[config.mk]
export PLATFORM = sky130hd
export DESIGN_NAME = reg_file
export DESIGN_NICKNAME = d
export VERILOG_FILES = /design/src/reg_file.sv
export SDC_FILE = /design/constraint.sdc
export NUM_CORES = 2
export LEC_CHECK = 0
export BUFFER_PORTS_ARGS = -buffer_cell sky130_fd_sc_hd__buf_4
export CAP_MARGIN = 20
export CORE_MARGIN = 2
export CORE_UTILIZATION = 60
export DETAILED_ROUTE_END_ITERATION = 6
export PLACE_DENSITY_LB_ADDON = 0.2
export SKIP_LAST_GASP = 1
export SLEW_MARGIN = 20
export SYNTH_ARGS = -nofsm -noshare
export SYNTH_HDL_FRONTEND = slang
export SYNTH_SLANG_ARGS = --single-unit
[constraint.sdc]
create_clock -name clk -period 2.5 [get_ports clk]
set_input_delay 0.25 -clock clk [delete_from_list [all_inputs] [get_ports clk]]
set_output_delay 0.25 -clock clk [all_outputs]
set_load 0.05 [all_outputs]
[src/reg_file.sv]
`timescale 1ns/1ns
`default_nettype none

module reg_file (
  input  logic        clk,
  input  logic        rst,
  input  logic [4:0]  rs_addr,
  input  logic [4:0]  rt_addr,
  output logic [31:0] rs_data,
  output logic [31:0] rt_data,
  input  logic        wr_en,
  input  logic [4:0]  wr_addr,
  input  logic [31:0] wr_data
);

  logic [31:0] regs [32];

  // r0 is hardwired to zero
  assign rs_data = (rs_addr == 5'd0) ? 32'd0 : regs[rs_addr];
  assign rt_data = (rt_addr == 5'd0) ? 32'd0 : regs[rt_addr];

  always_ff @(posedge clk) begin
    if (rst) begin
      for (int i = 0; i < 32; i++) begin
        regs[i] <= 32'd0;
      end
    end else if (wr_en && (wr_addr != 5'd0)) begin
      regs[wr_addr] <= wr_data;
    end
  end

endmodule

`default_nettype wire

Word level (Yosys, flattened, before mapping):

Memory sizes are Yosys's and may differ from the RTL's.
Cells that the tools add are included.

* register bits after elaboration: 0
* RAM bits: 1024
* bits of input ports: 50
* output and inout bits: 64
* logic and storage cells: 16
* memories: 1

* muxes and demuxes: 10
* reduce and logical (&&, ||, !) cells: 5

Memory list
* regs: words 32, width 32, rd ports 2, clocked after memory_dff 0, wr ports 32, RTL line 16 `logic [31:0] regs [32];`

Operator list (number)
* $mux 32: 3
* $reduce_or 32->1: 1
* $logic_not 5->1: 2
* $mux 1: 6
* $mux 5: 1
* $reduce_bool 5->1: 1
* $logic_and 1x1->1: 1

Longest topological paths before layout:

* depth in word-level cells: 7
* depth in mapped cells: 9
* depth with buffers taken out: 4

Least setup slack after synthesis:

No wires, ideal clock.

* path type: in2out
* start: input rt_addr[0]
* end: output rt_data[30]
* arrival: 3582 ps
* data required time: 2250 ps
* slack: -1332 ps
* stages: 6
* path buffers: 3
* cells stage by stage: clkbuf_1 > buf_6 > buf_4 > mux4_2 > mux2i_1 > a2111oi_0

* word-level cells in the longest chain between the ends: 2
* elaborated cells on any way between the ends: 3
* classes of those cells: mux: 1; reduce/logical: 1; memory: 1

Ends and longest elaborated chain
* from (decl): RTL line 8 `input logic [4:0] rt_addr,`
* $mem_v2 32x32 / $logic_not 5->1 (equally long branches)
* $mux 32 (*): RTL line 20 `assign rt_data = (rt_addr == 5'd0) ? 32'd0 : regs[rt_addr];`
* to (decl): RTL line 10 `output logic [31:0] rt_data,`

Mark *: on every way between the ends. The rest lies on a longest branch, timed or not.

==> impl_metrics.ini <==
[global_route]
first_global_vias = 37400
track_usage_pct = 39.1
grt_max_degree = 64
antenna_found_initial = 9
overflow = 0
grt_first_pass_wirelength_mm = 258

[routing]
drt_iter0_drc = 5478
routedWlPerCell_um = 35.5
wirelength_mm = 180
first_pass_iters = 6
vias = 36200
drtAntennaViolNets = 0
drc = 0
viasPerCell = 7.15

[critical_path]
end_kind = primary output
crit_path_max_incr_delay_ps = 600
cp.arrival_ps = 2790
cp_max_fo = 2
worst_ep_required_time_ps = 2250
path_class = flip-flop to primary output
crit_slowest_cell = mux4_2
cp_cell_sequence = mux4_2 -> mux4_2 -> o22ai_2 -> buf_6 -> nor3_2 -> buf_6
crit_path_start_kind = flip-flop

[outcome]
status = finished, violations left
violations = setup timing

[timing]
drv_slew = 0
relSlewSlack_pct = 32.5
max_freq_mhz = 329
rsz0062_at_grt = true
setup_slack_ps = -537
setup_viol = 62
worstMarginPinSlew_ps = 1010
period_minus_slack_ps = 3040
finalCritPeriodShare_pct = 121
final-hold-violation-count = 0

[min_path]
hold_path_end = regs[11][21]
hold_depth = 2
hold_path.class = input port to flip-flop
hold_start = wr_data[21]

[cts]
cts_tree = yes
cts.clk_slew.worst_paths_ps = 70
hold_buffers = 0
cts_sinks = 1024
numCtsBuffers = 106
clockBufferDepth = 3
htree_levels = 3
cts_root_buffer = clkbuf_16

[yosys]
synth.yosys.seq_area_share_pct = 56.7
yosys_most_used_dff = edfxtp_1
postSynth.asyncResetShare_pct = 0
synth-edff-count = 1024
synthCells = 3502
synth.distinct_cells = 42
netlist_area_um2 = 54200
synth-seq-cells = 1024
syn-mean-instance-area_um2 = 15.5
synth_warnings = 0

[die]
pin_count = 114
rows = 110
die_x_um = 305
initial_core_util_pct = 60.4
core_um2 = 89700
fp.dieH_um = 305
fp.dieArea_um2 = 92800

[job]
maxCapViolations = 0

[finish]
final_cell_mix = edfxtp_1 (1,024), and2_1 (994), mux4_2 (472)
fin_util_pct = 72.7
fillCellCount = 5472
nets = 3843
largest_reg_flops = 1024
drive_gt1_share_pct = 37.8
largest_register = regs
area.growth.synth_to_final_pct = 20.3
top_regs = regs: 1024 flops
layout.cells.most_common = edfxtp_1

[placed_design]
port_buffers = 113
hpwl_mm = 112
routabilityCongestion = 0.900

[power]
power_density_nw_per_um2 = 674
ir_drop_v = 0.000614
power_leakage_nw = 23.2
total_power_w = 0.0440
## Yosys cell counts, drive strengths merged, types with 5 or more instances
cell type	instances	area, um^2
or2	33	206
a2111oi	55	533
nor3	54	270
mux4	472	10600
o22ai	103	644
a22oi	16	120
a22o	51	447
and2	995	6220
a211oi	7	52.6
clkbuf	272	1020
buf	115	768
nor4	6	37.5
nand2	7	26.3
nand2b	5	31.3
edfxtp	1024	30700
nor2b	14	87.6
nor2	36	135
mux2	30	338
nand3	5	25.0
nand3b	5	37.5
mux2i	150	1500
a21oi	12	60.1
## layout make-up
class | count | area, um^2 | share of cell area (%)
Tap cell | 1176 | 1470 | 2.26
Clock inverter | 79 | 860 | 1.32
Multi-Input combinational cell | 2120 | 23800 | 36.5
Timing Repair Buffer | 539 | 5550 | 8.51
Antenna cell | 5 | 12.5 | 0.0192
Inverter | 2 | 7.51 | 0.0115
Clock buffer | 120 | 2750 | 4.21
Sequential cell | 1024 | 30700 | 47.1
## worst max-delay path, delay by kind of cell (launching register included)
family | cells | cell delay [ps]
DFF | 1 | 460
and+or+nand+nor | 1 | 60
muxes | 2 | 1080
buffers and inverters | 2 | 300
AOI/OAI and AO/OA | 1 | 160
## what timing repair did
action                                 CTS  global route
setup endpoints to repair               64            64
pin swaps                              146            19
endpoints found under the hold margin    0             0
buffers inserted                        31            17
gates cloned                             1             0
gates resized for setup                294            26
## report_power, final
group	leakage [nW]	internal [W]	switching, W
clock	1.76	0.00959	0.00702
sequential	9.75	0.0198	0.000548
combinational	11.6	0.00309	0.00388
total	23.2	0.0325	0.0114
## routing by layer
layer  global-route usage (%)  wire, um
met1                     49.0     59400
met2                     61.4     84600
met3                     10.5     23000
met4                     23.9     12700
met5                        0        45
## metrics by stage
stage | cells | hold slack (ps) | area, um^2 | setup slack [ps] | setup TNS (ps)
2_1_floorplan | 3533 | 448 | 54700 | 0.937 | 0
3_3_place_gp | 4820 | 748 | 59400 | -535 | -12440
3_5_place_dp | 4820 | 756 | 59400 | -553 | -13310
4_1_cts | 5043 | 10.2 | 64900 | -515 | -19670
5_1_grt | 5061 | 59.5 | 65200 | -529 | -22390
6_report | 5065 | 47.5 | 65200 | -537 | -19650
## kinds of logic (layout without fill, tap and decap cells)
family,after synthesis,count (layout),synth area share (%)
multiplexers,652,652,23.0
AND/OR/NAND/NOR,1177,1177,13.3
other,1,37,0.00691
flip-flops,1024,1024,56.7
AO/OA/AOI/OAI,259,259,3.65
buffers and inverters,389,740,3.31
## worst max-delay path by stage
stage / startpoint / end / slack (ps)
floorplan: rt_addr[0] / rt_data[30] / 0.9
global placement: rt_addr[0] / rt_data[14] / -530
detailed placement: rt_addr[0] / rt_data[14] / -550
CTS: regs[20][14] / rs_data[14] / -510
global route: regs[20][14] / rs_data[14] / -530
finish: regs[20][14] / rs_data[14] / -540
Note: power is estimated with default switching activity, not from simulation.
