<file path="config.mk">
export PLATFORM = sky130hd
export DESIGN_NAME = alu
export DESIGN_NICKNAME = d
export VERILOG_FILES = /design/src/mips_slice_pkg.sv /design/src/alu.sv
export SDC_FILE = /design/constraint.sdc
export NUM_CORES = 1
export LEC_CHECK = 0
export BUFFER_PORTS_ARGS = -buffer_cell sky130_fd_sc_hd__buf_4
export CAP_MARGIN = 20
export CORE_UTILIZATION = 54
export DETAILED_ROUTE_END_ITERATION = 12
export PLACE_DENSITY_LB_ADDON = 0.3
export SKIP_LAST_GASP = 1
export SLEW_MARGIN = 40
export SYNTH_ARGS = -nofsm -noshare
export SYNTH_HDL_FRONTEND = slang
export SYNTH_SLANG_ARGS = --single-unit
export TNS_END_PERCENT = 1
</file>
<file path="constraint.sdc">
create_clock -name vclk -period 2.8
set_clock_uncertainty 0.1 [all_clocks]
set_input_delay 0.14 -clock vclk [all_inputs]
set_output_delay 0.14 -clock vclk [all_outputs]
set_load 0.03 [all_outputs]
</file>
<file path="src/mips_slice_pkg.sv">
`default_nettype none

package mips_slice_pkg;

  // major opcodes, instr[31:26]
  typedef enum logic [5:0] {
    RTYPE = 6'b000000,
    J     = 6'b000010,
    JAL   = 6'b000011,
    BEQ   = 6'b000100,
    ADDI  = 6'b001000,
    SLTI  = 6'b001010,
    ANDI  = 6'b001100,
    ORI   = 6'b001101,
    XORI  = 6'b001110,
    LW    = 6'b100011,
    SW    = 6'b101011
  } opcode_t;

  // r-type function codes, instr[5:0]
  typedef enum logic [5:0] {
    F_JR  = 6'b001000,
    F_ADD = 6'b100000,
    F_SUB = 6'b100010,
    F_AND = 6'b100100,
    F_OR  = 6'b100101,
    F_XOR = 6'b100110,
    F_NOR = 6'b100111,
    F_SLT = 6'b101010
  } funct_t;

  // decoder class, refined by alu_control
  typedef enum logic [1:0] {
    ALU_ADD   = 2'd0,
    ALU_FIELD = 2'd1
  } alu_class_t;

  typedef enum logic [2:0] {
    FN_ADD = 3'd0,
    FN_SUB = 3'd1,
    FN_AND = 3'd2,
    FN_OR  = 3'd3,
    FN_XOR = 3'd4,
    FN_NOR = 3'd5,
    FN_SLT = 3'd6
  } alu_fn_t;

  typedef enum logic [1:0] {
    PC_SEQ    = 2'd0,
    PC_BRANCH = 2'd1,
    PC_JUMP   = 2'd2,
    PC_REG    = 2'd3
  } pc_src_t;

  typedef enum logic [1:0] {
    DST_RT = 2'd0,
    DST_RD = 2'd1,
    DST_RA = 2'd2
  } dst_sel_t;

endpackage

`default_nettype wire

</file>
<file path="src/alu.sv">
`timescale 1ns/1ns
`default_nettype none

module alu import mips_slice_pkg::*; (
  input  logic [31:0] a,
  input  logic [31:0] b,
  input  alu_fn_t     alu_fn,
  output logic [31:0] result
);

  logic [31:0] sum;
  logic [31:0] diff;
  logic        less;

  assign sum  = a + b;
  assign diff = a - b;

  // signed compare
  assign less = $signed(a) < $signed(b);

  always_comb begin
    case (alu_fn)
      FN_ADD: begin
        result = sum;
      end
      FN_SUB: begin
        result = diff;
      end
      FN_AND: begin
        result = a & b;
      end
      FN_OR: begin
        result = a | b;
      end
      FN_XOR: begin
        result = a ^ b;
      end
      FN_NOR: begin
        result = ~(a | b);
      end
      FN_SLT: begin
        result = {31'b0, less};
      end
      default: begin
        result = sum;
      end
    endcase
  end

endmodule

`default_nettype wire

</file>
* Word-level counts from Yosys, hierarchy flattened
Cells that the tools add are included.
Storage, ports and cells: output and inout port bits 32, register bits after elaboration 0, logic and storage cells 14, bits of input ports 67
Operators by class: bitwise logic cells 4, mux-type cells 1, add/sub/neg operators 2, $lt $le $gt $ge 1, eq/ne operators 6
Operator list (number):
- $pmux W32 S6 | 1
- $add A32 B32 Y32 | 1
- $and A32 B32 Y32 | 1
- $lt A32 B32 Y1 | 1
- $not A32 Y32 | 1
- $or A32 B32 Y32 | 1
- $sub A32 B32 Y32 | 1
- $xor A32 B32 Y32 | 1
- $eq A3 B3 Y1 const B | 3
- $eq A3 B2 Y1 const B | 2
- $eq A3 B1 Y1 const B | 1

* Depth between registers and ports, before layout
depth after elaboration 3, depth in mapped cells 13, gate-level depth less buffers 13

* Worst setup path before layout
No wires, ideal clock.
kind input to output, start point input port a[0], end point output port result[18], arrival 3.036 ns, path buffers 0, cell stages on the path 13, setup slack -0.476 ns, data required time 2.560 ns, path through inv_1 > ha_1 > inv_1 > fa_1 > nor2b_1 > o211ai_2 > a311oi_2 > a221o_1 > a211oi_1 > o31ai_1 > nor4_1 > a2111oi_0 > o21ai_0
On the way: cells in the longest elaborated chain, start to end 2, elaborated cells on any way between the ends 3, those cells by class add/sub (2); mux (1)
Ends and longest elaborated chain:
- start, declared | RTL line alu.sv:5 | input logic [31:0] a,
- $add A32 B32 Y32 or $sub A32 B32 Y32 (tied branches) | RTL line alu.sv:15, alu.sv:16
- $pmux W32 S6 (*) | RTL line alu.sv:22 | case (alu_fn)
- end, declared | RTL line alu.sv:8 | output logic [31:0] result
Every way passes the cells marked *; elsewhere a longest branch is shown, timed or not.

* Final worst setup path
start point input port b[5], end point output port result[25]
On the way: cells in the longest elaborated chain, start to end 2, elaborated cells on any way between the ends 3, those cells by class add/sub (2); mux (1)
Ends and longest elaborated chain:
- start, declared | RTL line alu.sv:6 | input logic [31:0] b,
- $add A32 B32 Y32 or $sub A32 B32 Y32 (tied branches) | RTL line alu.sv:15, alu.sv:16
- $pmux W32 S6 (*) | RTL line alu.sv:22
Marked as above.

==> impl_metrics.ini <==
[layout]
nClkBuffers = 0
regArea_sq_um = 0
nets = 1237
drive_above_1_share = 0.3561
syn_to_final_growth_pct = 48.75
seq_cell_count = 0
fin_cells = 1203
utilization = 0.8256
antenna_cells = 0

[hold_path]
min_path_type = in -> out

[pwr]
ir_drop_mv = 0.1923
total_power_uw = 1997
p_per_area_nw_per_um2 = 248.6
p_leak_uw = 0.003974

[timing]
whs_ps = 779.0
min_period_ps = 3169
hold_viol = 0
fmax_mhz = 315.6
setup_ws_ps = -368.6
slew_violations = 0
rsz0062_at_grt = true
max_slew_margin = 0.5686
tightest_slew_ps = 642.2
setup_viol = 24
fin_crit_sh = 1.132

[floorplan]
fp.coreArea_sq_um = 9729
dieArea_sq_um = 10400
die_height_microns = 102
initial_core_util = 0.5550
fp-row-count = 36
pin_count = 99
die_w_microns = 102

[critical_path]
path_max_fanout = 4
cp_cell_sequence = buf_4 -> inv_1 -> buf_4 -> ha_1 -> buf_4 -> o31ai_1 -> a21oi_2 -> a2111o_1 -> a21o_1 -> a311o_1 -> o22ai_1 -> nor2_1 -> o21ai_1 -> buf_4
path_buf_inv = 5
arrival_ps = 2930
crit_path_max_incr_delay_ps = 480
worstSetupPathType = in -> out
start_kind = primary input
worst_path_max_delay_cell = a2111o_1
critPathTopFamily = compound AO/OA/AOI/OAI gates
cpMostUsedCell = buf_4
cp.required_ps = 2560
endpoint_kind = output pin

[synthesis]
avgSynthCellArea_sq_um = 6.530
syn_inst = 827
syn_nets = 992
synth_area_leader_cell = ha_1
syn_area_sq_um = 5400
yosys_warnings = 0
yosysUniqueCellTypes = 82
synth-seq-area-share = 0
synth_top_area_frac = 0.2224
synth_area_leaders = ha_1, inv_1, a21oi_1

[global_route]
grtUsageTotal = 0.3935
antenna_found_initial = 0
grt_pass1_wl_microns = 33550
grt_max_degree = 30
grt_pass1_vias = 7243
grt_overflow = 0

[routing]
wire_per_inst_microns = 17.72
antenna_left = 0
dr.first_iter.drc_count = 457
first_pass_iters = 6
vias = 7591
drc = 0
via_per_inst = 6.310
wirelength_microns = 21320

[clock_network]
holdBufCountCts = 0

[placed_design]
port-buffer-count = 99
hpwlAfterDp_microns = 16010
gp_congestion = 1.025
post-place-ws_ps = -523.3
dp.cells = 1192

[job]
cap_violations = 0

[outcome]
violations = negative setup slack
status = finished, violations left
==> cells by family after synthesis <==
| kind of cell | Yosys count | share of synthesized area |
|---|---|---|
| xor+xnor | 4 | 0.006489 |
| mux | 17 | 0.03244 |
| compound gates | 328 | 0.4256 |
| simple gates | 219 | 0.1893 |
| buf+inv | 161 | 0.1163 |
| fa+ha+maj | 98 | 0.2298 |
==> worst min-delay path, stage by stage <==
cell and delay [ps]:
buf_4 180, nand2_1 70, a21oi_1 60, a21oi_1 110, buf_4 170
==> layout by cell type (no fill, tap or decap), types with 5 or more instances in the layout <==
| master | n |
|---|---|
| a211oi_1 | 5 |
| a21boi_0 | 16 |
| a21o_1 | 10 |
| a21oi_1 | 67 |
| a221o_1 | 12 |
| buf_4 | 288 |
| buf_6 | 9 |
| ha_1 | 86 |
| ha_4 | 9 |
| inv_1 | 94 |
| inv_2 | 9 |
| mux2i_1 | 12 |
| nand2_1 | 68 |
| nand2b_1 | 5 |
| nand3_1 | 14 |
| nor2_1 | 65 |
| nor2b_1 | 17 |
| nor3_1 | 17 |
| o211ai_1 | 9 |
| o21a_1 | 8 |
| o21ai_0 | 51 |
| o21ai_1 | 7 |
| o21bai_1 | 11 |
| o221ai_1 | 20 |
| o22ai_1 | 18 |
| o31a_1 | 6 |
| o31ai_1 | 10 |
==> timing repair <==
| action | in CTS | in global routing |
|---|---|---|
| pin swaps | 36 | 3 |
| gates resized for setup | 60 | 12 |
| setup endpoints to repair | 23 | 24 |
| setup buffers | 10 | 1 |
==> metal layers <==
metal	GRT usage	up-vias	routed length, microns
met1	0.4823	3476	8236
li1	-	3474	-
met4	0.1626	0	908
met3	0.04788	118	2156
met2	0.6933	523	10020
met5	0	-	0
==> metrics by stage <==
| stage | area, sq um | TNS [ps] |
|---|---|---|
| 3_5_place_dp | 7602 | -7452 |
| 5_1_grt | 8033 | -8319 |
| 4_1_cts | 7969 | -4496 |
| 3_3_place_gp | 7602 | -6554 |
| 2_1_floorplan | 5510 | -1370 |
| 6_report | 8033 | -6207 |
==> worst paths after layout <==
check / endpoint / from / cells past startpoint
max: result[25] / b[5] / 14
min: result[1] / alu_fn[0] / 5
==> final cells by class <==
class / count / area (sq um)
fillers: 653 / 1697
inverters: 107 / 411.6
multi-input cells: 666 / 5191
well taps: 133 / 166.4
repair buffers: 297 / 2263
==> Yosys cell counts, types with 13 or more instances <==
library cell	count
inv_1	105
ha_1	96
a21oi_1	70
nand2_1	68
nor2_1	65
o21ai_0	58
clkbuf_1	41
o221ai_1	22
nor2b_1	20
nor3_1	18
o22ai_1	18
a21boi_0	16
nand3_1	15
mux2i_1	13
==> report_power, final <==
group	total (uW)	internal [uW]	switching, uW
combinational	2000	890	1110
clock	0	0	0
sequential	0	0	0
Power figures use the tool's default switching activity.
