File: src/mips_slice_pkg.sv
`default_nettype none

package mips_slice_pkg;

  // major opcodes, instr[31:26]
  typedef enum logic [5:0] {
    RTYPE = 6'b000000,
    J     = 6'b000010,
    JAL   = 6'b000011,
    BEQ   = 6'b000100,
    ADDI  = 6'b001000,
    SLTI  = 6'b001010,
    ANDI  = 6'b001100,
    ORI   = 6'b001101,
    XORI  = 6'b001110,
    LW    = 6'b100011,
    SW    = 6'b101011
  } opcode_t;

  // r-type function codes, instr[5:0]
  typedef enum logic [5:0] {
    F_JR  = 6'b001000,
    F_ADD = 6'b100000,
    F_SUB = 6'b100010,
    F_AND = 6'b100100,
    F_OR  = 6'b100101,
    F_XOR = 6'b100110,
    F_NOR = 6'b100111,
    F_SLT = 6'b101010
  } funct_t;

  // decoder class, refined by alu_control
  typedef enum logic [1:0] {
    ALU_ADD   = 2'd0,
    ALU_FIELD = 2'd1
  } alu_class_t;

  typedef enum logic [2:0] {
    FN_ADD = 3'd0,
    FN_SUB = 3'd1,
    FN_AND = 3'd2,
    FN_OR  = 3'd3,
    FN_XOR = 3'd4,
    FN_NOR = 3'd5,
    FN_SLT = 3'd6
  } alu_fn_t;

  typedef enum logic [1:0] {
    PC_SEQ    = 2'd0,
    PC_BRANCH = 2'd1,
    PC_JUMP   = 2'd2,
    PC_REG    = 2'd3
  } pc_src_t;

  typedef enum logic [1:0] {
    DST_RT = 2'd0,
    DST_RD = 2'd1,
    DST_RA = 2'd2
  } dst_sel_t;

endpackage

`default_nettype wire

File: src/control_unit.sv
`timescale 1ns/1ns
`default_nettype none

module control_unit import mips_slice_pkg::*; (
  input  opcode_t    opcode,
  input  funct_t     funct,
  input  logic       branch_eq,
  output pc_src_t    if_pc_source,
  output logic       rt_is_source,
  output logic       imm_zero_ext,
  output logic       alu_src_b,
  output logic       alu_rslt_src,
  output dst_sel_t   dst_reg_sel,
  output alu_class_t alu_class,
  output logic       mem_read,
  output logic       mem_write,
  output logic       mem_to_reg,
  output logic       reg_write
);

  logic memory_op;
  logic r_type_op;
  logic immediate_op;
  logic branch_op;
  logic jump_op;

  assign memory_op    = (opcode == LW) || (opcode == SW);
  assign r_type_op    = (opcode == RTYPE);
  assign branch_op    = (opcode == BEQ);
  assign jump_op      = (opcode == J) || (opcode == JAL);
  assign immediate_op = (opcode == ADDI) || (opcode == SLTI) || (opcode == ANDI) ||
                        (opcode == ORI) || (opcode == XORI);

  // rt is read as an operand, not used as a destination
  assign rt_is_source = r_type_op || branch_op || (opcode == SW);

  // logical immediates are zero extended, the rest sign extended
  assign imm_zero_ext = (opcode == ANDI) || (opcode == ORI) || (opcode == XORI);

  always_comb begin
    if_pc_source = PC_SEQ;
    alu_src_b    = 1'b0;
    alu_rslt_src = 1'b0;
    dst_reg_sel  = DST_RT;
    alu_class    = ALU_ADD;
    mem_read     = 1'b0;
    mem_write    = 1'b0;
    mem_to_reg   = 1'b0;
    reg_write    = 1'b0;

    if (memory_op) begin
      // base plus offset address
      alu_src_b  = 1'b1;
      mem_to_reg = 1'b1;
      if (opcode == LW) begin
        mem_read  = 1'b1;
        reg_write = 1'b1;
      end else begin
        mem_write = 1'b1;
      end
    end else if (r_type_op) begin
      if (funct == F_JR) begin
        // jump to rs, nothing written back
        if_pc_source = PC_REG;
      end else begin
        dst_reg_sel = DST_RD;
        alu_class   = ALU_FIELD;
        reg_write   = 1'b1;
      end
    end else if (immediate_op) begin
      alu_src_b = 1'b1;
      alu_class = ALU_FIELD;
      reg_write = 1'b1;
    end else if (branch_op) begin
      if (branch_eq) begin
        if_pc_source = PC_BRANCH;
      end
    end else if (jump_op) begin
      if_pc_source = PC_JUMP;
      if (opcode == JAL) begin
        // link register gets pc plus 4
        dst_reg_sel  = DST_RA;
        alu_rslt_src = 1'b1;
        reg_write    = 1'b1;
      end
    end
  end

endmodule

`default_nettype wire

File: config.mk
export PLATFORM = sky130hd
export DESIGN_NAME = control_unit
export DESIGN_NICKNAME = d
export VERILOG_FILES = /design/src/mips_slice_pkg.sv /design/src/control_unit.sv
export SDC_FILE = /design/constraint.sdc
export NUM_CORES = 1
export LEC_CHECK = 0
export BUFFER_PORTS_ARGS = -buffer_cell sky130_fd_sc_hd__buf_2
export CORE_AREA = 2 2 39 41
export DETAILED_ROUTE_END_ITERATION = 7
export DIE_AREA = 0 0 41 43
export GPL_TIMING_DRIVEN = 0
export PLACE_DENSITY = 0.49
export SYNTH_ARGS = -nofsm -noshare
export SYNTH_HDL_FRONTEND = slang
export SYNTH_SLANG_ARGS = --single-unit
File: constraint.sdc
create_clock -name vclk -period 2.8
set_input_delay 0 -clock vclk [all_inputs]
set_output_delay 0 -clock vclk [all_outputs]
set_load 0.02 [all_outputs]
---- Word-level counts from Yosys, hierarchy flattened ----
Cells that the tools add are included.
Widths: inputs -> output; s select.
storage, ports and cells
  output and inout port bits .............. 14
  bits in registers ....................... 0
  word-level logic and storage cells ...... 57
  bits of input ports ..................... 13
cells by class
  reduce and logical (&&, ||, !) cells .... 11
  equal/unequal tests ..................... 11
  muxes and demuxes ....................... 35
operator list
  cell                number
  $eq 6x4->1 const B  6
  $mux 2              14
  $mux 1              21
  $eq 6x2->1 const B  2
  $eq 6x6->1 const B  2
  $logic_or 1x1->1    10
  $eq 6x3->1 const B  1
  $logic_not 6->1     1

---- Depth between registers and ports, before layout ----
Gate-level depths: netlist of the first run.
  depth after elaboration ................. 8
  mapped depth ............................ 3
  depth with buffers taken out ............ 3

---- Worst setup path after synthesis of the first run ----
OpenSTA, ideal clock, no wires.
  path type ............................... in2out
  start ................................... input port funct[1]
  end ..................................... output port if_pc_source[0]
  arrival ................................. 1.286 ns
  required time ........................... 2.800 ns
  stages .................................. 3
  buffers on the path ..................... 0
  setup slack ............................. 1.514 ns
  cells stage by stage .................... or4b_4 or4_1 a21oi_1
on the way
  word-level cells in the longest chain between the ends .. 4
ends and longest elaborated chain
  what             line                RTL
  start, declared  control_unit.sv:6   input funct_t funct,
  $eq 6x4->1       control_unit.sv:62  if (funct == F_JR) begin
  $mux 2           control_unit.sv:62
  $mux 2           control_unit.sv:61  end else if (r_type_op) begin
  $mux 2           control_unit.sv:51  if (memory_op) begin
  end, declared    control_unit.sv:8   output pc_src_t if_pc_source,
No other way between the ends.

---- Worst setup path in the final report of the first run ----
  start ................................... input port funct[1]
  end ..................................... output port reg_write
on the way
  word-level cells in the longest chain between the ends .. 4
ends and longest elaborated chain
  what           line                RTL
  $eq 6x4->1     control_unit.sv:62
  $mux 1         control_unit.sv:62
  $mux 1         control_unit.sv:61
  $mux 1         control_unit.sv:51
  end, declared  control_unit.sv:18  output logic reg_write
No other way between the ends.

==> results of run 1 <==
==> final timing paths <==
kind   endpoint  slack (ns)
max   reg_write        1.45
min    mem_read        0.33
==> synthesized netlist by cell type (2+ instances only) <==
cell type	number
inv_1	3
buf_4	2
nand2_1	5
nand3_1	2
nor4_1	2
nor2_1	4
nand4_1	2
nor3_1	2
==> cells in the final DEF (no fill, tap or decap), drive strengths merged <==
cell and instances:
or4b 1, nor2b 1, o21ai 1, nand2 5, a21oi 1, nor3 2
nand4 2, or4 1, nor4 2, nor2 4, nand2b 1, nand3 2
buf 28, o21a 1, o311ai 1, conb 1, a2111o 1, inv 3
==> routing by layer <==
metal | wire length, µm | track usage | vias to the layer above
li1 | - | - | 167
met1 | 315 | 0.133 | 125
met2 | 277 | 0.116 | 19
met3 | 70 | 0 | 0
met4 | 0 | 0 | 0
met5 | 0 | 0 | -
==> power groups by stage <==
stage               combinational, mW  sequential [mW]  clock, mW
floorplan                      0.0161                0          0
global placement               0.0347                0          0
detailed placement             0.0352                0          0
CTS                            0.0353                0          0
global route                   0.0393                0          0
finish                         0.0352                0          0
==> logic make-up after synthesis <==
kind of cell           synth area share
buffers and inverters             0.146
AOI/OAI and AO/OA                 0.208
and+or+nand+nor                   0.625
other                            0.0208
==> final cells by class <==
cell class | count | area (µm²)
Buffer | 2 | 15.0
Timing Repair Buffer | 26 | 130
Inverter | 3 | 11.3
Fill cell | 173 | 1050
Multi-Input combinational cell | 27 | 154
Tap cell | 16 | 20.0
==> stage by stage <==
stage	setup WS (ns)	hold slack [ns]	cell area (µm²)	total power, mW	std cells
after floorplan	1.51	0.0798	180	0.0161	32
after detailed placement	1.43	0.327	330	0.0352	74
final	1.45	0.329	330	0.0352	74
after global routing	1.35	0.358	330	0.0393	74
after CTS	1.41	0.327	330	0.0353	74
after global placement	1.46	0.321	330	0.0347	74
==> results.json, run 1 <==
{
  "grt_first_pass_wirelength_um": 1060,
  "port_buffers": 26,
  "crit_fanout": 3,
  "finalCriticalPeriod_ns": 1.35,
  "syn-cell-area_um2": 180,
  "p_clk_frac": 0,
  "fin_setup_tns_ns": 0,
  "overflow": 0,
  "slew_violations": 0,
  "synth_cell_types": 18,
  "wl_um": 663,
  "die-area_um2": 1760,
  "yosys_warnings": 0,
  "startpoint_type": "input pin",
  "grt_max_degree": 7,
  "rsz0062_at_grt": "no",
  "grt_pass1_vias": 264,
  "grt_usage": 0.0789,
  "slowest_stage": "or4b_4",
  "die_y_um": 43,
  "dr.first_iter.drc_count": 4,
  "core_area_um2": 1380,
  "crit_family": "simple AND/OR/NAND/NOR gates",
  "initial_core_util": 0.130,
  "worstHoldStart": "opcode[3]",
  "avgSynthCellArea_um2": 5.63,
  "rows": 14,
  "status": "finished clean",
  "synth_cells": 32,
  "ir_drop_mv": 0.0298,
  "place_congestion": 0.665,
  "seq_cell_count": 0,
  "wl_per_cell_um": 8.96,
  "antenna_found_initial": 0,
  "diodes": 0,
  "p_seq_frac": 0,
  "crit_chain": "buf_2 -> or4b_4 -> o311ai_1 -> nand3_1 -> buf_2",
  "die_w_um": 41,
  "final_util": 0.239,
  "ys_seq_area_frac": 0,
  "worstSetupPathDepth": 5,
  "drc": 0,
  "maxCapViolations": 0,
  "synth_top_area_share": 0.104,
  "syn-num-nets": 45,
  "hold_violations": 0,
  "pin_count": 27,
  "p_switching_mw": 0.0208,
  "yosys.area.top_type": "nand2_1",
  "dr.pass1.iters": 4,
  "cpMostUsedCell": "buf_2",
  "post-cts-setup-buffer-count": 0,
  "final_nets": 73,
  "switching_share": 0.590,
  "hold_buffers": 0,
  "synthTopCellsByArea": "nand2_1 10%, buf_4 8.3%, nor2_1 8.3%",
  "max_freq_ghz": 0.740,
  "setup_viol": 0,
  "startpoint": "funct[1]",
  "worstSetupPathType": "input pin to output port",
  "endpoint_kind": "output port",
  "cp.arrival_ns": 1.35,
  "fin_crit_sh": 0.483,
  "post_cts_resize_count": 0,
  "critPathBufInv": 2,
  "via_count": 311,
  "combPwrFrac": 1.000,
  "ant_nets": 0,
  "area_growth_pct": 83.3,
  "required_ns": 2.80,
  "powerDensity_nw_per_um2": 106,
  "viasPerCell": 4.20,
  "p_int_mw": 0.0144,
  "final-seq-area_um2": 0,
  "hp-class": "input pin to output port",
  "whs_path_depth": 3,
  "final_layout_size_suffix_gt1_frac": 0.500,
  "p_leak_nw": 0.215,
  "clkbuf_count": 0,
  "slowest_delay_ns": 0.53
}
Power figures use the tool's default switching activity.
==> run 2, diff against run 1 <==
Settings changed: PLACE_DENSITY 0.49 to 0.51.
Clock period 2.8 ns to 1.15 ns, I/O delays scaled along.
==> run 2 against run 1 <==
The run now ends with setup timing left. Sequential share of layout area did not move. Via count rose by 6.8%. Global-route usage rose by 1.2 points. Critical path type unchanged. Largest power group unchanged.
==> results.json, run 2 (synthesis results as in run 1) <==
{
  "status": "finished with violations",
  "pin_count": 27,
  "final_util": 0.294,
  "wl_per_cell_um": 10.2,
  "rsz0062_at_grt": "yes",
  "initial_core_util": 0.130,
  "die-area_um2": 1760,
  "port_buffers": 26,
  "antenna_found_initial": 0,
  "clkbuf_count": 0,
  "area_growth_pct": 126,
  "drc": 0,
  "crit_fanout": 2,
  "setup_ws_ns": -0.174,
  "diodes": 0,
  "worstSetupPathType": "input pin to output port",
  "stdcell_area_um2": 407,
  "die_y_um": 43,
  "place_congestion": 0.781,
  "viasPerCell": 4.43,
  "violations": "setup timing",
  "seq_cell_count": 0,
  "grt_pass1_vias": 294,
  "required_ns": 1.15,
  "finalCriticalPeriod_ns": 1.32,
  "fillers": 174,
  "dpl_cell_area_um2": 345,
  "die_w_um": 41,
  "final-seq-area_um2": 0,
  "powerDensity_nw_per_um2": 254,
  "hold_violations": 0,
  "hp-class": "input pin to output port",
  "setup_viol": 5,
  "grt_first_pass_wirelength_um": 1240,
  "p_leak_nw": 0.234,
  "grt_max_degree": 7,
  "endpoint_kind": "output port",
  "whs_ns": 0.344,
  "wl_um": 765,
  "maxCapViolations": 0,
  "rows": 14,
  "final_common_cell": "buf_2",
  "fin_crit_sh": 1.15,
  "via_count": 332,
  "slew_violations": 0,
  "ant_nets": 0,
  "startpoint_type": "input pin",
  "final_nets": 74,
  "cp.arrival_ns": 1.32,
  "core_area_um2": 1380,
  "ir_drop_mv": 0.103,
  "overflow": 0,
  "layout_common_cells": "22 x buf_2, 5 x nand2_1, 4 x nor2_1, 4 x buf_6",
  "dp_hpwl_um": 580,
  "max_freq_ghz": 0.755,
  "grt_usage": 0.0909,
  "dr.first_iter.drc_count": 1,
  "dr.pass1.iters": 2,
  "final_layout_size_suffix_gt1_frac": 0.593
}
-- run 2: cell types whose count changed in the layout (fill, tap and decap cells not counted), sizes merged --
cell  before  now
buf       28   29
-- run 2: critical path: stages --
cell     delay [ns]
buf_6          0.09
or4b_4         0.53
or4_4          0.44
a21oi_4        0.14
buf_6          0.13
-- run 2: timing repair --
| action | 4_1_cts | 5_1_grt |
|---|---|---|
| hold buffers | 0 | 0 |
| setup buffers | 1 | 0 |
| cloned | 0 | 0 |
| setup endpoints to repair | 4 | 6 |
| resized for setup | 10 | 1 |
| pin swaps | 2 | 3 |
-- run 2: through the flow --
| stage | setup WS, ns | setup TNS [ns] | cells | power [mW] |
|---|---|---|---|---|
| floorplan | -0.0344 | -0.0344 | 32 | 0.0411 |
| global placement | -0.242 | -0.639 | 74 | 0.0874 |
| detailed placement | -0.249 | -0.719 | 74 | 0.0887 |
| CTS | -0.208 | -0.716 | 75 | 0.102 |
| global route | -0.208 | -0.882 | 75 | 0.113 |
| finish | -0.174 | -0.610 | 75 | 0.103 |
-- run 2: power by group --
group	internal [mW]	switching (mW)	total, mW
Sequential	0	0	0
Combinational	0.0435	0.0600	0.103
Clock	0	0	0
-- run 2: final cells by class --
class                      instances  area [µm²]  area share
tap                               16        20.0      0.0492
buffer                             2        15.0      0.0369
inverter                           3        11.3      0.0277
multi-input combinational         27         198       0.486
timing repair buffer              27         163       0.400
-- run 2: worst paths after layout --
kind	start	end	slack, ns	depth (start not counted)
min	opcode[3]	mem_read	0.34	3
max	funct[1]	if_pc_source[0]	-0.17	5
-- run 2: layer usage --
layer,up-vias,track usage,part of all wire
met3,0,0.0105,0.099
li1,169,-,-
met4,0,0,0
met2,16,0.156,0.48
met5,-,0,0
met1,147,0.123,0.42
==> run 3, diff against run 2 <==
Settings changed: RECOVER_POWER from default to 50, SLEW_MARGIN from default to 20.
==> run 3 against run 2 <==
The flow still finishes with violations (setup timing). Global-route usage unchanged. Worst setup slack unchanged. Maximum frequency stayed put. Design area shrank 0.92%. Count of clock-buffer cells in the layout did not move. Core utilization shrank 0.27 points. Worst hold slack got worse by 0.0016 ns. Largest cell class unchanged. Combinational power hardly changed. Flip-flop and latch count did not move. Non-clock buffer count unchanged. Critical path depth is the same.
==> results.json, run 3 (synthesis results as in run 1) <==
{
  "diodes": 0,
  "multi_input_area_um2": 198,
  "grt_usage": 0.0909,
  "ant_nets": 0,
  "pre_cts_ws_ns": -0.249,
  "area_growth_pct": 124,
  "die_w_um": 41,
  "worstHoldEndpoint": "mem_read",
  "crit_fanout": 2,
  "place_congestion": 0.781,
  "startpoint_type": "input pin",
  "final-seq-area_um2": 0,
  "endpoint_kind": "output port",
  "slew_violations": 0,
  "hp-class": "input pin to output port",
  "p_seq_frac": 0,
  "setup_ws_ns": -0.174,
  "combPwrFrac": 1.000,
  "grt_max_degree": 7,
  "via_count": 332,
  "core_area_um2": 1380,
  "wl_um": 766,
  "initial_core_util": 0.130,
  "dr.pass1.iters": 2,
  "p_int_mw": 0.0430,
  "required_ns": 1.15,
  "grt_pass1_vias": 294,
  "antenna_found_initial": 0,
  "final_common_cell": "buf_2",
  "maxCapViolations": 0,
  "dr.first_iter.drc_count": 1,
  "startpoint": "funct[1]",
  "max_freq_ghz": 0.755,
  "finalCriticalPeriod_ns": 1.32,
  "rows": 14,
  "hold_violations": 0,
  "layout_common_cells": "19 x buf_2, 5 x nand2_1, 4 x nor2_1, 4 x buf_6",
  "grt_first_pass_wirelength_um": 1240,
  "viasPerCell": 4.43,
  "rsz0062_at_grt": "yes",
  "fin_cells": 75,
  "wl_per_cell_um": 10.2,
  "status": "finished with violations",
  "clkbuf_count": 0,
  "fillers": 174,
  "place_inst": 74,
  "overflow": 0,
  "setup_viol": 5,
  "seq_cell_count": 0,
  "drc": 0,
  "die-area_um2": 1760,
  "final_nets": 74,
  "p_clk_frac": 0,
  "cp.arrival_ns": 1.32,
  "whs_path_depth": 3,
  "die_y_um": 43,
  "port_buffers": 26,
  "dp_hpwl_um": 580,
  "switching_share": 0.582,
  "fin_crit_sh": 1.15,
  "worstHoldStart": "opcode[3]",
  "powerDensity_nw_per_um2": 255,
  "p_leak_nw": 0.222,
  "ir_drop_mv": 0.103,
  "p_switching_mw": 0.0599,
  "violations": "setup timing",
  "worstSetupPathType": "input pin to output port",
  "pin_count": 27,
  "final_layout_size_suffix_gt1_frac": 0.542
}
run 3: changes by cell type in the layout (fill, tap and decap cells not counted), sizes merged:
| cell | delta |
|---|---|
| buf | -3 |
| clkbuf | +3 |
run 3: cell type report:
type / count / share of cell area
well taps: 16 / 0.0497
multi-input cells: 27 / 0.491
plain buffers: 2 / 0.0373
inverters: 3 / 0.0280
repair buffers: 27 / 0.394
run 3: routing by layer:
layer  vias to the layer above  GRT usage  wire (µm)
li1                        170          -          -
met1                       146      0.123        319
met2                        16      0.156        368
met3                         0     0.0105         77
met4                         0          0          0
met5                         -          0          0
run 3: repair_timing:
item	in CTS	in global routing
pin swaps	2	3
resized for setup	10	1
setup buffers	1	0
setup endpoints to repair	4	6
hold buffers	0	0
run 3: critical path, cell delays in order:
cell     delay, ns
buf_6         0.09
or4b_4        0.53
or4_4         0.44
a21oi_4       0.14
buf_6         0.13
run 3: metrics by stage:
step           hold slack [ns]   util  total power, mW  cell area (µm²)  setup TNS [ns]
2_1_floorplan           0.0798      -           0.0411              195         -0.0344
6_report                 0.342  0.291            0.103              403          -0.609
4_1_cts                  0.337  0.290            0.102              402          -0.716
3_5_place_dp             0.327  0.250           0.0887              345          -0.719
5_1_grt                  0.357  0.291            0.113              403          -0.882
3_3_place_gp             0.323  0.250           0.0874              345          -0.639
run 3: worst max-delay path by stage:
stage | to | slack (ns) | cells past startpoint
after floorplan | if_pc_source[0] | -0.03 | 3
after global placement | if_pc_source[0] | -0.24 | 5
after detailed placement | if_pc_source[0] | -0.25 | 5
after CTS | if_pc_source[0] | -0.21 | 5
after global routing | if_pc_source[0] | -0.21 | 5
final | if_pc_source[0] | -0.17 | 5
run 3: power groups by stage:
stage               Combinational [mW]  Sequential, mW  Clock, mW
finish                           0.103               0          0
global route                     0.113               0          0
CTS                              0.102               0          0
detailed placement              0.0887               0          0
global placement                0.0874               0          0
floorplan                       0.0411               0          0
