<file path="src/mips_slice_pkg.sv">
`default_nettype none

package mips_slice_pkg;

  // major opcodes, instr[31:26]
  typedef enum logic [5:0] {
    RTYPE = 6'b000000,
    J     = 6'b000010,
    JAL   = 6'b000011,
    BEQ   = 6'b000100,
    ADDI  = 6'b001000,
    SLTI  = 6'b001010,
    ANDI  = 6'b001100,
    ORI   = 6'b001101,
    XORI  = 6'b001110,
    LW    = 6'b100011,
    SW    = 6'b101011
  } opcode_t;

  // r-type function codes, instr[5:0]
  typedef enum logic [5:0] {
    F_JR  = 6'b001000,
    F_ADD = 6'b100000,
    F_SUB = 6'b100010,
    F_AND = 6'b100100,
    F_OR  = 6'b100101,
    F_XOR = 6'b100110,
    F_NOR = 6'b100111,
    F_SLT = 6'b101010
  } funct_t;

  // decoder class, refined by alu_control
  typedef enum logic [1:0] {
    ALU_ADD   = 2'd0,
    ALU_FIELD = 2'd1
  } alu_class_t;

  typedef enum logic [2:0] {
    FN_ADD = 3'd0,
    FN_SUB = 3'd1,
    FN_AND = 3'd2,
    FN_OR  = 3'd3,
    FN_XOR = 3'd4,
    FN_NOR = 3'd5,
    FN_SLT = 3'd6
  } alu_fn_t;

  typedef enum logic [1:0] {
    PC_SEQ    = 2'd0,
    PC_BRANCH = 2'd1,
    PC_JUMP   = 2'd2,
    PC_REG    = 2'd3
  } pc_src_t;

  typedef enum logic [1:0] {
    DST_RT = 2'd0,
    DST_RD = 2'd1,
    DST_RA = 2'd2
  } dst_sel_t;

endpackage

`default_nettype wire

</file>
<file path="src/alu_control.sv">
`timescale 1ns/1ns
`default_nettype none

module alu_control import mips_slice_pkg::*; (
  input  alu_class_t alu_class,
  input  opcode_t    opcode,
  input  funct_t     funct,
  output alu_fn_t    alu_fn
);

  always_comb begin
    alu_fn = FN_ADD;
    if (alu_class == ALU_FIELD) begin
      if (opcode == RTYPE) begin
        case (funct)
          F_SUB:   alu_fn = FN_SUB;
          F_AND:   alu_fn = FN_AND;
          F_OR:    alu_fn = FN_OR;
          F_XOR:   alu_fn = FN_XOR;
          F_NOR:   alu_fn = FN_NOR;
          F_SLT:   alu_fn = FN_SLT;
          default: alu_fn = FN_ADD;
        endcase
      end else begin
        // immediate forms pick the function from the opcode
        case (opcode)
          SLTI:    alu_fn = FN_SLT;
          ANDI:    alu_fn = FN_AND;
          ORI:     alu_fn = FN_OR;
          XORI:    alu_fn = FN_XOR;
          default: alu_fn = FN_ADD;
        endcase
      end
    end
  end

endmodule

`default_nettype wire

</file>
<file path="config.mk">
export PLATFORM = sky130hd
export DESIGN_NAME = alu_control
export DESIGN_NICKNAME = d
export VERILOG_FILES = /design/src/mips_slice_pkg.sv /design/src/alu_control.sv
export SDC_FILE = /design/constraint.sdc
export NUM_CORES = 1
export LEC_CHECK = 0
export ABC_AREA = 1
export BUFFER_PORTS_ARGS = -buffer_cell sky130_fd_sc_hd__buf_2
export CAP_MARGIN = 40
export CORE_AREA = 8 8 45 47
export DETAILED_ROUTE_END_ITERATION = 10
export DIE_AREA = 0 0 53 55
export SYNTH_ARGS = -nofsm -noshare
export SYNTH_HDL_FRONTEND = slang
export SYNTH_SLANG_ARGS = --single-unit
</file>
<file path="constraint.sdc">
create_clock -name vclk -period 0.88
set_input_delay 0.176 -clock vclk [all_inputs]
set_output_delay 0.176 -clock vclk [all_outputs]
set_load 0.1 [all_outputs]
</file>
==> Yosys cells after proc, flatten, opt, wreduce, memory -nomap -nowiden <==
Index checks and enable logic that the tools add are counted.
Widths: inputs -> output; s select.
{ "word_totals": {"register_bits": 0, "in_bits": 14, "output_inout_bits": 3, "word_cells": 16} }
{ "classes": {"eq_ne": 11, "n_mux": 4, "reduce_logical": 1} }
{ "op_table": {"columns": ["operator", "n"], "rows": [
  ["$eq 6x6->1 const B", 6],
  ["$eq 6x4->1 const B", 4],
  ["$pmux 3 s6", 1],
  ["$pmux 3 s4", 1],
  ["$logic_not 6->1", 1],
  ["$mux 3", 2],
  ["$eq 2x1->1 const B", 1]
]} }

==> Depth between registers and ports, before layout <==
Gate-level depths: netlist (run 1).
{ "depth": {"word_depth": 4, "ltp_mapped": 7, "mapped_depth_nobuf": 7} }

==> Worst setup path before layout (run 1) <==
No wires, ideal clock.
{ "synth_timing": {"path_kind": "input to output", "start": "input port opcode[5]", "end": "output port alu_fn[1]", "arrival_ns": 1.857, "t_required_ns": 0.704, "setup_slack_ns": -1.153, "stages": 7, "path_buffers": 0, "cell_sequence": "nor2_2 -> inv_1 -> nor2_2 -> nand2_1 -> nand2_1 -> nand2_1 -> nor2_1"} }
{ "synth_between": {"elab_chain_len": 4, "elab_cells_between_ends": 8, "classes_between": "4 x eq/ne; 3 x mux; 1 x reduce/logical"} }
{ "synth_rtl": {"columns": ["item", "line", "rtl"], "rows": [
  ["from (decl)", "alu_control.sv:6", "input opcode_t opcode,"],
  ["$eq 6x4->1", "alu_control.sv:26", "case (opcode)"],
  ["$pmux 3 s4", "alu_control.sv:26", null],
  ["$mux 3 *", "alu_control.sv:14", "if (opcode == RTYPE) begin"],
  ["$mux 3 *", "alu_control.sv:13", "if (alu_class == ALU_FIELD) begin"],
  ["to (decl)", "alu_control.sv:8", "output alu_fn_t alu_fn"]
]} }
Mark *: on every way between the ends. The rest lies on a longest branch, timed or not.

==> Worst setup path after layout (run 1) <==
{ "layout_timing": {"start": "input port opcode[5]", "end": "output port alu_fn[0]"} }
Same word-level chain as after synthesis.

==> flow_metrics.tcl, run 1 <==
set metrics [dict create \
    final-hold-violation-count 0 \
    power_report.internal_total_uw 79.34 \
    hold-path-cell-count 5 \
    synth_warnings 0 \
    swShare_pct 55.56 \
    setup_ws_ps -327.2 \
    antenna_cells 0 \
    place_congestion 0.7386 \
    vdd.ir_drop.worst_v 0.0001417 \
    synth_top_family_by_area "simple AND/OR/NAND/NOR gates" \
    ys_seq_area_share_pct 0 \
    via_count_of_the_first_global_routing_pass 375 \
    power_frac_seq_pct 0 \
    wirelength_um 775 \
    yosys-mux-area-fraction_pct 0 \
    track_usage_pct 5.450 \
    starting_density_pct 18.44 \
    largest_net_degree_at_the_start_of_global_routing 5 \
    layout_commonest_cell "sky130_fd_sc_hd__nand2_1" \
    area_delta_synth_final_pct 121.1 \
    critPathLaunch "opcode[5]" \
    route.antenna.remaining_nets 0 \
    vias 393 \
    core_um2 1384 \
    crit_chain "buf_6, nor2_4, buf_6, nand3b_1, nand2_2, nand2_2, nor2_4, buf_12" \
    finalNonFillerCells 95 \
    synth.lib_cells_used.distinct 8 \
    startpoint_type "input pin" \
    run_status "complete, but fails checks" \
    seqCellArea_um2 0 \
    layout.cells.most_common_list "16 x sky130_fd_sc_hd__nand2_1, 9 x sky130_fd_sc_hd__inv_1, 9 x sky130_fd_sc_hd__buf_2" \
    crit_buf_inv 3 \
    dieHeight_um 55 \
    crit_type "input pin to primary output" \
    setup_viol_count_final 3 \
    layout_min_cycle_time_ps 1207 \
    num_rows 14 \
    timing.final.crit_share_pct 137.2 \
    final.clkbuf_count 0 \
    grt_first_pass_wirelength_um 1338 \
    max_slew_margin_pct 80.63 \
    switchingPower_uw 99.18 \
    fillerInstances 148 \
    pwr_density_cell_nw_per_um2 316.4 \
    synth_xor_xnor_area_share_pct 0 \
    worstHoldPathType "input pin to primary output" \
    io-pin-count 17 \
    timing.critical_path.to_type "primary output" \
    syn-num-nets 75 \
    clock.fmax_ghz 0.8283 \
    slowest_cell_on_the_critical_path "sky130_fd_sc_hd__buf_12" \
    p_leak_nw 0.2937 \
    drive_gt1_share_pct 56.96 \
    combined_area_of_the_multi_input_logic_cells_um2 299.0 \
    critical_path.top_delay_family "simple AND/OR/NAND/NOR gates" \
    timing.critical_path.fanout_max 3 \
    detail_route.drc_violations 0 \
    hold_start "alu_class[1]" \
    detail_route.first_pass.iterations 3 \
    num-nets-final 95 \
    grt_setup_unrepaired "true" \
    post_synth_and_or_nand_nor_area_fraction_pct 80.88 \
    syn_area_per_cell_um2 4.184 \
    drt-wirelength-per-cell_um 8.158 \
    drt-vias-per-instance 4.137 \
    max-cap-violations 0 \
    critPathArrivalTime_ps 1030 \
    synth-compound-area-share_pct 0 \
    dp_cells 95 \
    worstHoldEndpoint "alu_fn[2]" \
    critical_path_required_ps 700 \
    postCtsSetupBuffers 0 \
    globalRoute.totalOverflow 0 \
    grt_antenna_before_repair 0 \
    fp.dieW_um 53 \
    violations "negative setup slack" \
    post_synth_fa_ha_maj_area_fraction_pct 0 \
    dpl_worst_slack_ps -377.0 \
    placed_wire_length_estimate_after_detailed_placement_um 680.5 \
    slew_viol_final 0 \
    detail_route.iter0.violations 6 \
    buffer_ports.inserted 17 \
    actual_slew_at_the_worst_max_slew_pin_ps 289.5 \
    die_area_um2 2915 \
    critical_path.max_stage_delay_ps 180 \
    synthesis.instances 61 \
    power_frac_comb_pct 100.0 \
    power_frac_clock_pct 0 \
    synthesis.area_um2 255.2 \
    n_sequential_cell 0 \
]
-- synth_stat cells, drive strengths merged --
cell	count	share of area, %
nor3	2	3.9
nand3b	1	2.9
nand2	26	40
inv	13	19
nor2	17	30
nand3	2	3.9
-- worst min-delay path: cells and delay by family --
| kind | cells | cell delay, ps |
|---|---|---|
| and+or+nand+nor | 3 | 200 |
| buffers and inverters | 2 | 220 |
-- per-stage QoR --
| stage | setup TNS, ps | cell area [um^2] | utilization [%] | total power, mW | hold WS, ps |
|---|---|---|---|---|---|
| final | -960.9 | 564.3 | 40.78 | 0.1785 | 782.3 |
| after global routing | -1167 | 564.3 | 40.78 | 0.1944 | 808.2 |
| after global placement | -1078 | 496.7 | 35.90 | 0.1490 | 777.9 |
| after floorplan | -1063 | 339.1 | - | 0.08146 | 606.9 |
| after CTS | -1011 | 541.8 | 39.15 | 0.1708 | 788.7 |
| after detailed placement | -1073 | 496.7 | 35.90 | 0.1509 | 784.2 |
-- cell type report --
type	count	area share [%]
repair buffers	18	30.60
well taps	16	3.548
inverters	13	12.86
multi-input cells	48	52.99
-- logic make-up after synthesis --
group / count (synthesis)
simple gates: 48
buf+inv: 13
-- routing by layer --
metal	global-route usage (%)	share of wire [%]	up-vias
li1	-	-	213
met1	5.732	39	172
met2	11.72	58	8
met3	0.5348	3.7	0
met4	0	0	0
met5	0	0	-
-- worst max-delay path by stage --
stage / endpoint / slack, ps / depth (start not counted)
floorplan: alu_fn[1] / -380 / 7
global placement: alu_fn[0] / -370 / 8
detailed placement: alu_fn[0] / -380 / 8
CTS: alu_fn[0] / -360 / 8
global route: alu_fn[1] / -400 / 8
finish: alu_fn[0] / -330 / 8
-- what timing repair did --
action / in CTS / in global routing
endpoints found under the hold margin: 0 / 0
hold buffers: 0 / 0
resized for setup: 13 / 5
endpoints found under the setup margin: 3 / 3
pin swaps: 11 / 8
-- power by group through the flow --
stage                     Sequential, mW  Combinational, mW  Clock, mW
after floorplan                        0             0.0815          0
after global placement                 0              0.149          0
after detailed placement               0              0.151          0
after CTS                              0              0.171          0
after global routing                   0              0.194          0
final                                  0              0.179          0
Power figures use the tool's default switching activity.
==> run 2, diff against run 1 <==
--- a/config.mk
+++ b/config.mk
@@ -8,9 +8,12 @@
 export ABC_AREA = 1
 export BUFFER_PORTS_ARGS = -buffer_cell sky130_fd_sc_hd__buf_2
 export CAP_MARGIN = 40
+export CELL_PAD_IN_SITES_DETAIL_PLACEMENT = 0
+export CELL_PAD_IN_SITES_GLOBAL_PLACEMENT = 1
 export CORE_AREA = 8 8 45 47
 export DETAILED_ROUTE_END_ITERATION = 10
 export DIE_AREA = 0 0 53 55
+export PLACE_DENSITY_LB_ADDON = 0.1
 export SYNTH_ARGS = -nofsm -noshare
 export SYNTH_HDL_FRONTEND = slang
 export SYNTH_SLANG_ARGS = --single-unit
==> flow_metrics.tcl, run 2 (synthesis results as in run 1) <==
set metrics [dict create \
    run_status "complete, but fails checks" \
    violations "negative setup slack" \
    via_count_of_the_first_global_routing_pass 356 \
    detail_route.drc_violations 0 \
    grt_antenna_before_repair 0 \
    seqCellArea_um2 0 \
    power_frac_clock_pct 0 \
    timing.critical_path.fanout_max 4 \
    timing.critical_path.to_type "primary output" \
    io-pin-count 17 \
    setup_viol_count_final 3 \
    critPathArrivalTime_ps 1050 \
    grt_first_pass_wirelength_um 1380 \
    detail_route.first_pass.iterations 2 \
    sum_of_met3_wire_segment_lengths_after_detailed_routing_um 46 \
    globalRoute.totalOverflow 0 \
    largest_net_degree_at_the_start_of_global_routing 5 \
    startpoint_type "input pin" \
    vias 373 \
    core_utilization_of_the_finished_layout_pct 38.88 \
    max-cap-violations 0 \
    final.clkbuf_count 0 \
    fillerInstances 161 \
    layout.cells.most_common_list "17 x sky130_fd_sc_hd__nand2_1, 9 x sky130_fd_sc_hd__buf_2, 8 x sky130_fd_sc_hd__inv_1" \
    worstHoldEndpoint "alu_fn[2]" \
    layout_min_cycle_time_ps 1223 \
    vdd.ir_drop.worst_v 0.0001275 \
    layout_commonest_cell "sky130_fd_sc_hd__nand2_1" \
    hold_start "alu_class[1]" \
    slew_viol_final 0 \
    power_report.internal_total_uw 72.31 \
    swShare_pct 57.21 \
    pwr_density_cell_nw_per_um2 314.1 \
    dp_cells 94 \
    clock.fmax_ghz 0.8179 \
    setup_ws_ps -342.7 \
    route.antenna.remaining_nets 0 \
    dieHeight_um 55 \
    final-hold-violation-count 0 \
    cts_hold_buf 0 \
    worstHoldPathType "input pin to primary output" \
    max_slew_margin_pct 82.03 \
    drt-vias-per-instance 3.968 \
    p_leak_nw 0.2802 \
    drt-met1-wl_um 324 \
    starting_density_pct 18.44 \
    dr.max_layer_used "met3" \
    switchingPower_uw 96.66 \
    die_area_um2 2915 \
    wirelength_um 759 \
    place_congestion 0.6797 \
    track_usage_pct 5.559 \
    hold-path-cell-count 5 \
    num-nets-final 94 \
    detail_route.iter0.violations 4 \
    n_sequential_cell 0 \
    timing.final.crit_share_pct 138.9 \
    power_frac_comb_pct 100.0 \
    buffer_ports.inserted 17 \
    drive_gt1_share_pct 56.41 \
    met2WireLength_um 388 \
    fp.dieW_um 53 \
    area_delta_synth_final_pct 110.8 \
    critical_path_required_ps 700 \
    finalNonFillerCells 94 \
    power_frac_seq_pct 0 \
    num_rows 14 \
    crit_type "input pin to primary output" \
    core_um2 1384 \
    placed_wire_length_estimate_after_detailed_placement_um 680.9 \
    actual_slew_at_the_worst_max_slew_pin_ps 268.6 \
    drt-wirelength-per-cell_um 8.074 \
    antenna_cells 0 \
    grt_setup_unrepaired "true" \
    critPathLaunch "opcode[5]" \
]
-- run 2: final cells by class --
class	count	area, um^2	area share (%)
inverters	13	72.57	13.49
multi-input cells	48	291.5	54.19
well taps	16	20.02	3.721
repair buffers	17	153.9	28.60
-- run 2: worst max-delay path by stage --
| stage | slack (ps) | endpoint | depth (start not counted) |
|---|---|---|---|
| 2_1_floorplan | -380 | alu_fn[1] | 7 |
| 3_3_place_gp | -390 | alu_fn[1] | 9 |
| 3_5_place_dp | -400 | alu_fn[0] | 8 |
| 4_1_cts | -350 | alu_fn[1] | 8 |
| 5_1_grt | -440 | alu_fn[1] | 9 |
| 6_report | -340 | alu_fn[1] | 9 |
-- run 2: layer usage --
metal | up-vias | track usage (%)
li1 | 209 | -
met1 | 157 | 8.145
met2 | 7 | 8.984
met3 | 0 | 0.5348
met4 | 0 | 0
met5 | - | 0
-- run 2: worst max-delay path, stage by stage --
cell and delay (ps):
sky130_fd_sc_hd__buf_6 90, sky130_fd_sc_hd__nor2_4 140, sky130_fd_sc_hd__inv_2 60, sky130_fd_sc_hd__nor2_4 80
sky130_fd_sc_hd__nand2_1 50, sky130_fd_sc_hd__nand2_1 80, sky130_fd_sc_hd__nand2_2 60, sky130_fd_sc_hd__nor2_4 130
sky130_fd_sc_hd__buf_12 180
-- run 2: through the flow --
step	setup WS, ps	hold WS, ps	setup TNS (ps)	cell area (um^2)	power (mW)
2_1_floorplan	-380.0	606.9	-1063	339.1	0.08146
3_3_place_gp	-394.8	784.0	-1156	489.2	0.1489
3_5_place_dp	-395.4	791.4	-1145	489.2	0.1484
4_1_cts	-345.5	786.4	-985.9	525.5	0.1657
5_1_grt	-436.6	821.5	-1205	538.0	0.1881
6_report	-342.7	776.5	-962.9	538.0	0.1690
-- run 2: repair_timing --
item | 4_1_cts | 5_1_grt
endpoints found under the hold margin | 0 | 0
setup buffers | 0 | 0
gates resized for setup | 9 | 5
pin swaps | 10 | 4
setup endpoints to repair | 3 | 3
-- run 2: power groups by stage --
stage | Clock, mW | Combinational [mW] | Sequential (mW)
2_1_floorplan | 0 | 0.0815 | 0
3_3_place_gp | 0 | 0.149 | 0
3_5_place_dp | 0 | 0.148 | 0
4_1_cts | 0 | 0.166 | 0
5_1_grt | 0 | 0.188 | 0
6_report | 0 | 0.169 | 0
==> run 3, diff against run 2 <==
--- a/config.mk
+++ b/config.mk
@@ -5,7 +5,6 @@
 export SDC_FILE = /design/constraint.sdc
 export NUM_CORES = 1
 export LEC_CHECK = 0
-export ABC_AREA = 1
 export BUFFER_PORTS_ARGS = -buffer_cell sky130_fd_sc_hd__buf_2
 export CAP_MARGIN = 40
 export CELL_PAD_IN_SITES_DETAIL_PLACEMENT = 0
==> flow_metrics.tcl, run 3 <==
set metrics [dict create \
    run_status "complete, but fails checks" \
    violations "negative setup slack" \
    synth_area_leaders "sky130_fd_sc_hd__a2111oi_4 13%, sky130_fd_sc_hd__and4bb_2 12%, sky130_fd_sc_hd__nand2b_1 6.0%" \
    place_congestion 0.6780 \
    timing.critical_path.to_type "primary output" \
    startpoint_type "input pin" \
    place_area_um2 498.0 \
    crit_type "input pin to primary output" \
    synth_warnings 0 \
    power_report.internal_total_uw 104.5 \
    die_area_um2 2915 \
    synth.cells.most_frequent "2 x sky130_fd_sc_hd__and4bb_2, 2 x sky130_fd_sc_hd__nand2b_1, 2 x sky130_fd_sc_hd__nand3_1, 2 x sky130_fd_sc_hd__nor2_1" \
    power_frac_comb_pct 100.0 \
    crit_buf_inv 2 \
    ys_seq_area_share_pct 0 \
    num-nets-final 71 \
    n_sequential_cell 0 \
    detail_route.iter0.violations 3 \
    combined_area_of_the_multi_input_logic_cells_um2 317.8 \
    slew_viol_final 0 \
    pwr_density_cell_nw_per_um2 316.0 \
    timing.final.crit_share_pct 179.6 \
    grt_antenna_before_repair 0 \
    critical_path_required_ps 700 \
    grt_first_pass_wirelength_um 1483 \
    path_depth 5 \
    detail_route.first_pass.iterations 4 \
    setup_viol_count_final 3 \
    core_utilization_of_the_finished_layout_pct 43.22 \
    buffer_ports.inserted 17 \
    final.clkbuf_count 0 \
    switchingPower_uw 84.50 \
    actual_slew_at_the_worst_max_slew_pin_ps 307.7 \
    setup_ws_ps -700.9 \
    max-cap-violations 0 \
    core_um2 1384 \
    netlist.area_leader.share_pct 13.10 \
    max_slew_margin_pct 79.48 \
    globalRoute.totalOverflow 0 \
    placed_wire_length_estimate_after_detailed_placement_um 797.7 \
    track_usage_pct 6.267 \
    io-pin-count 17 \
    starting_density_pct 15.19 \
    fillerInstances 136 \
    synth.lib_cells_used.distinct 22 \
    slowest_cell_on_the_critical_path "sky130_fd_sc_hd__or3_4" \
    drt-vias-per-instance 4.676 \
    critical_path.top_delay_family "compound AO/OA/AOI/OAI gates" \
    setup_tns_final_ps -1814 \
    final-hold-violation-count 0 \
    grt_setup_unrepaired "true" \
    num_rows 14 \
    swShare_pct 44.71 \
    detail_route.drc_violations 0 \
    area_delta_synth_final_pct 184.5 \
    seqCellArea_um2 0 \
    p_leak_nw 0.2305 \
    hold-path-cell-count 5 \
    yosys.area.top_type "sky130_fd_sc_hd__a2111oi_4" \
    timing.critical_path.fanout_max 2 \
    dieHeight_um 55 \
    layout_min_cycle_time_ps 1581 \
    drive_gt1_share_pct 83.64 \
    crit_chain "buf_8, or3_4, a2111oi_4, a21boi_4, buf_12" \
    vias 332 \
    fin_hold_ws_ps 803.1 \
    synthesis.instances 26 \
    synthesis.area_um2 210.2 \
    syn_area_per_cell_um2 8.085 \
    fp.dieW_um 53 \
    vdd.ir_drop.worst_v 0.0001390 \
    worstHoldPathType "input pin to primary output" \
    critical_path.max_stage_delay_ps 400 \
    via_count_of_the_first_global_routing_pass 354 \
    wirelength_um 954 \
    route.antenna.remaining_nets 0 \
    power_frac_seq_pct 0 \
    antenna_cells 0 \
    layout.cells.most_common_list "10 x sky130_fd_sc_hd__buf_2, 10 x sky130_fd_sc_hd__buf_4, 5 x sky130_fd_sc_hd__buf_6" \
    largest_net_degree_at_the_start_of_global_routing 6 \
    clock.fmax_ghz 0.6326 \
    critPathArrivalTime_ps 1400 \
    power_frac_clock_pct 0 \
    drt-wirelength-per-cell_um 13.44 \
    syn-num-nets 40 \
    final_standard_cell_area_without_fillers_um2 598.1 \
]
[run 3: cell count changes after synthesis, moves of 2 or more]
cell | before | now
sky130_fd_sc_hd__nand2b_1 | 0 | 2
sky130_fd_sc_hd__nor2_2 | 5 | 0
sky130_fd_sc_hd__nor2_1 | 12 | 2
sky130_fd_sc_hd__nand2_2 | 2 | 0
sky130_fd_sc_hd__nand2_1 | 24 | 1
sky130_fd_sc_hd__inv_1 | 13 | 1
sky130_fd_sc_hd__and4bb_2 | 0 | 2
[run 3: repair_timing]
| item | CTS | global route |
|---|---|---|
| setup endpoints to repair | 3 | 3 |
| hold buffers | 0 | 0 |
| pin swaps | 3 | 3 |
| gates cloned | 0 | 0 |
| buffers inserted | 1 | 0 |
| resized for setup | 10 | 10 |
[run 3: cell type report]
cell class,instances,share of cell area (%)
inverter,1,0.6276
multi-input combinational,25,53.14
tap,16,3.347
timing repair buffer,29,42.89
[run 3: final timing paths]
check	startpoint	end	slack, ps
worst max-delay path	opcode[0]	alu_fn[0]	-700
worst min-delay path	alu_class[1]	alu_fn[1]	800
[run 3: stage by stage]
step	instances	power, mW	setup WS, ps
finish	71	0.1890	-700.9
global route	71	0.2029	-760.9
CTS	71	0.1669	-728.9
detailed placement	70	0.1521	-746.9
global placement	70	0.1475	-723.6
floorplan	26	0.05775	-822.6
[run 3: per-layer routing]
metal / global-route usage [%] / vias up / routed length [um]
met1: 6.938 / 155 / 352
met4: 0 / 0 / 0
met5: 0 / - / 0
met3: 1.070 / 0 / 52
li1: - / 167 / -
met2: 12.70 / 10 / 549
[run 3: logic make-up (layout without fill, tap and decap cells)]
| logic type | after synthesis | in the layout | share of synthesized area (%) |
|---|---|---|---|
| AND/OR/NAND/NOR | 17 | 17 | 58.93 |
| AO/OA/AOI/OAI | 7 | 7 | 35.12 |
| XOR/XNOR | 1 | 1 | 4.167 |
| buffers and inverters | 1 | 30 | 1.784 |
[run 3: power groups by stage]
stage / sequential [mW] / combinational [mW] / clock, mW
floorplan: 0 / 0.0578 / 0
global placement: 0 / 0.148 / 0
detailed placement: 0 / 0.152 / 0
CTS: 0 / 0.167 / 0
global route: 0 / 0.203 / 0
finish: 0 / 0.189 / 0
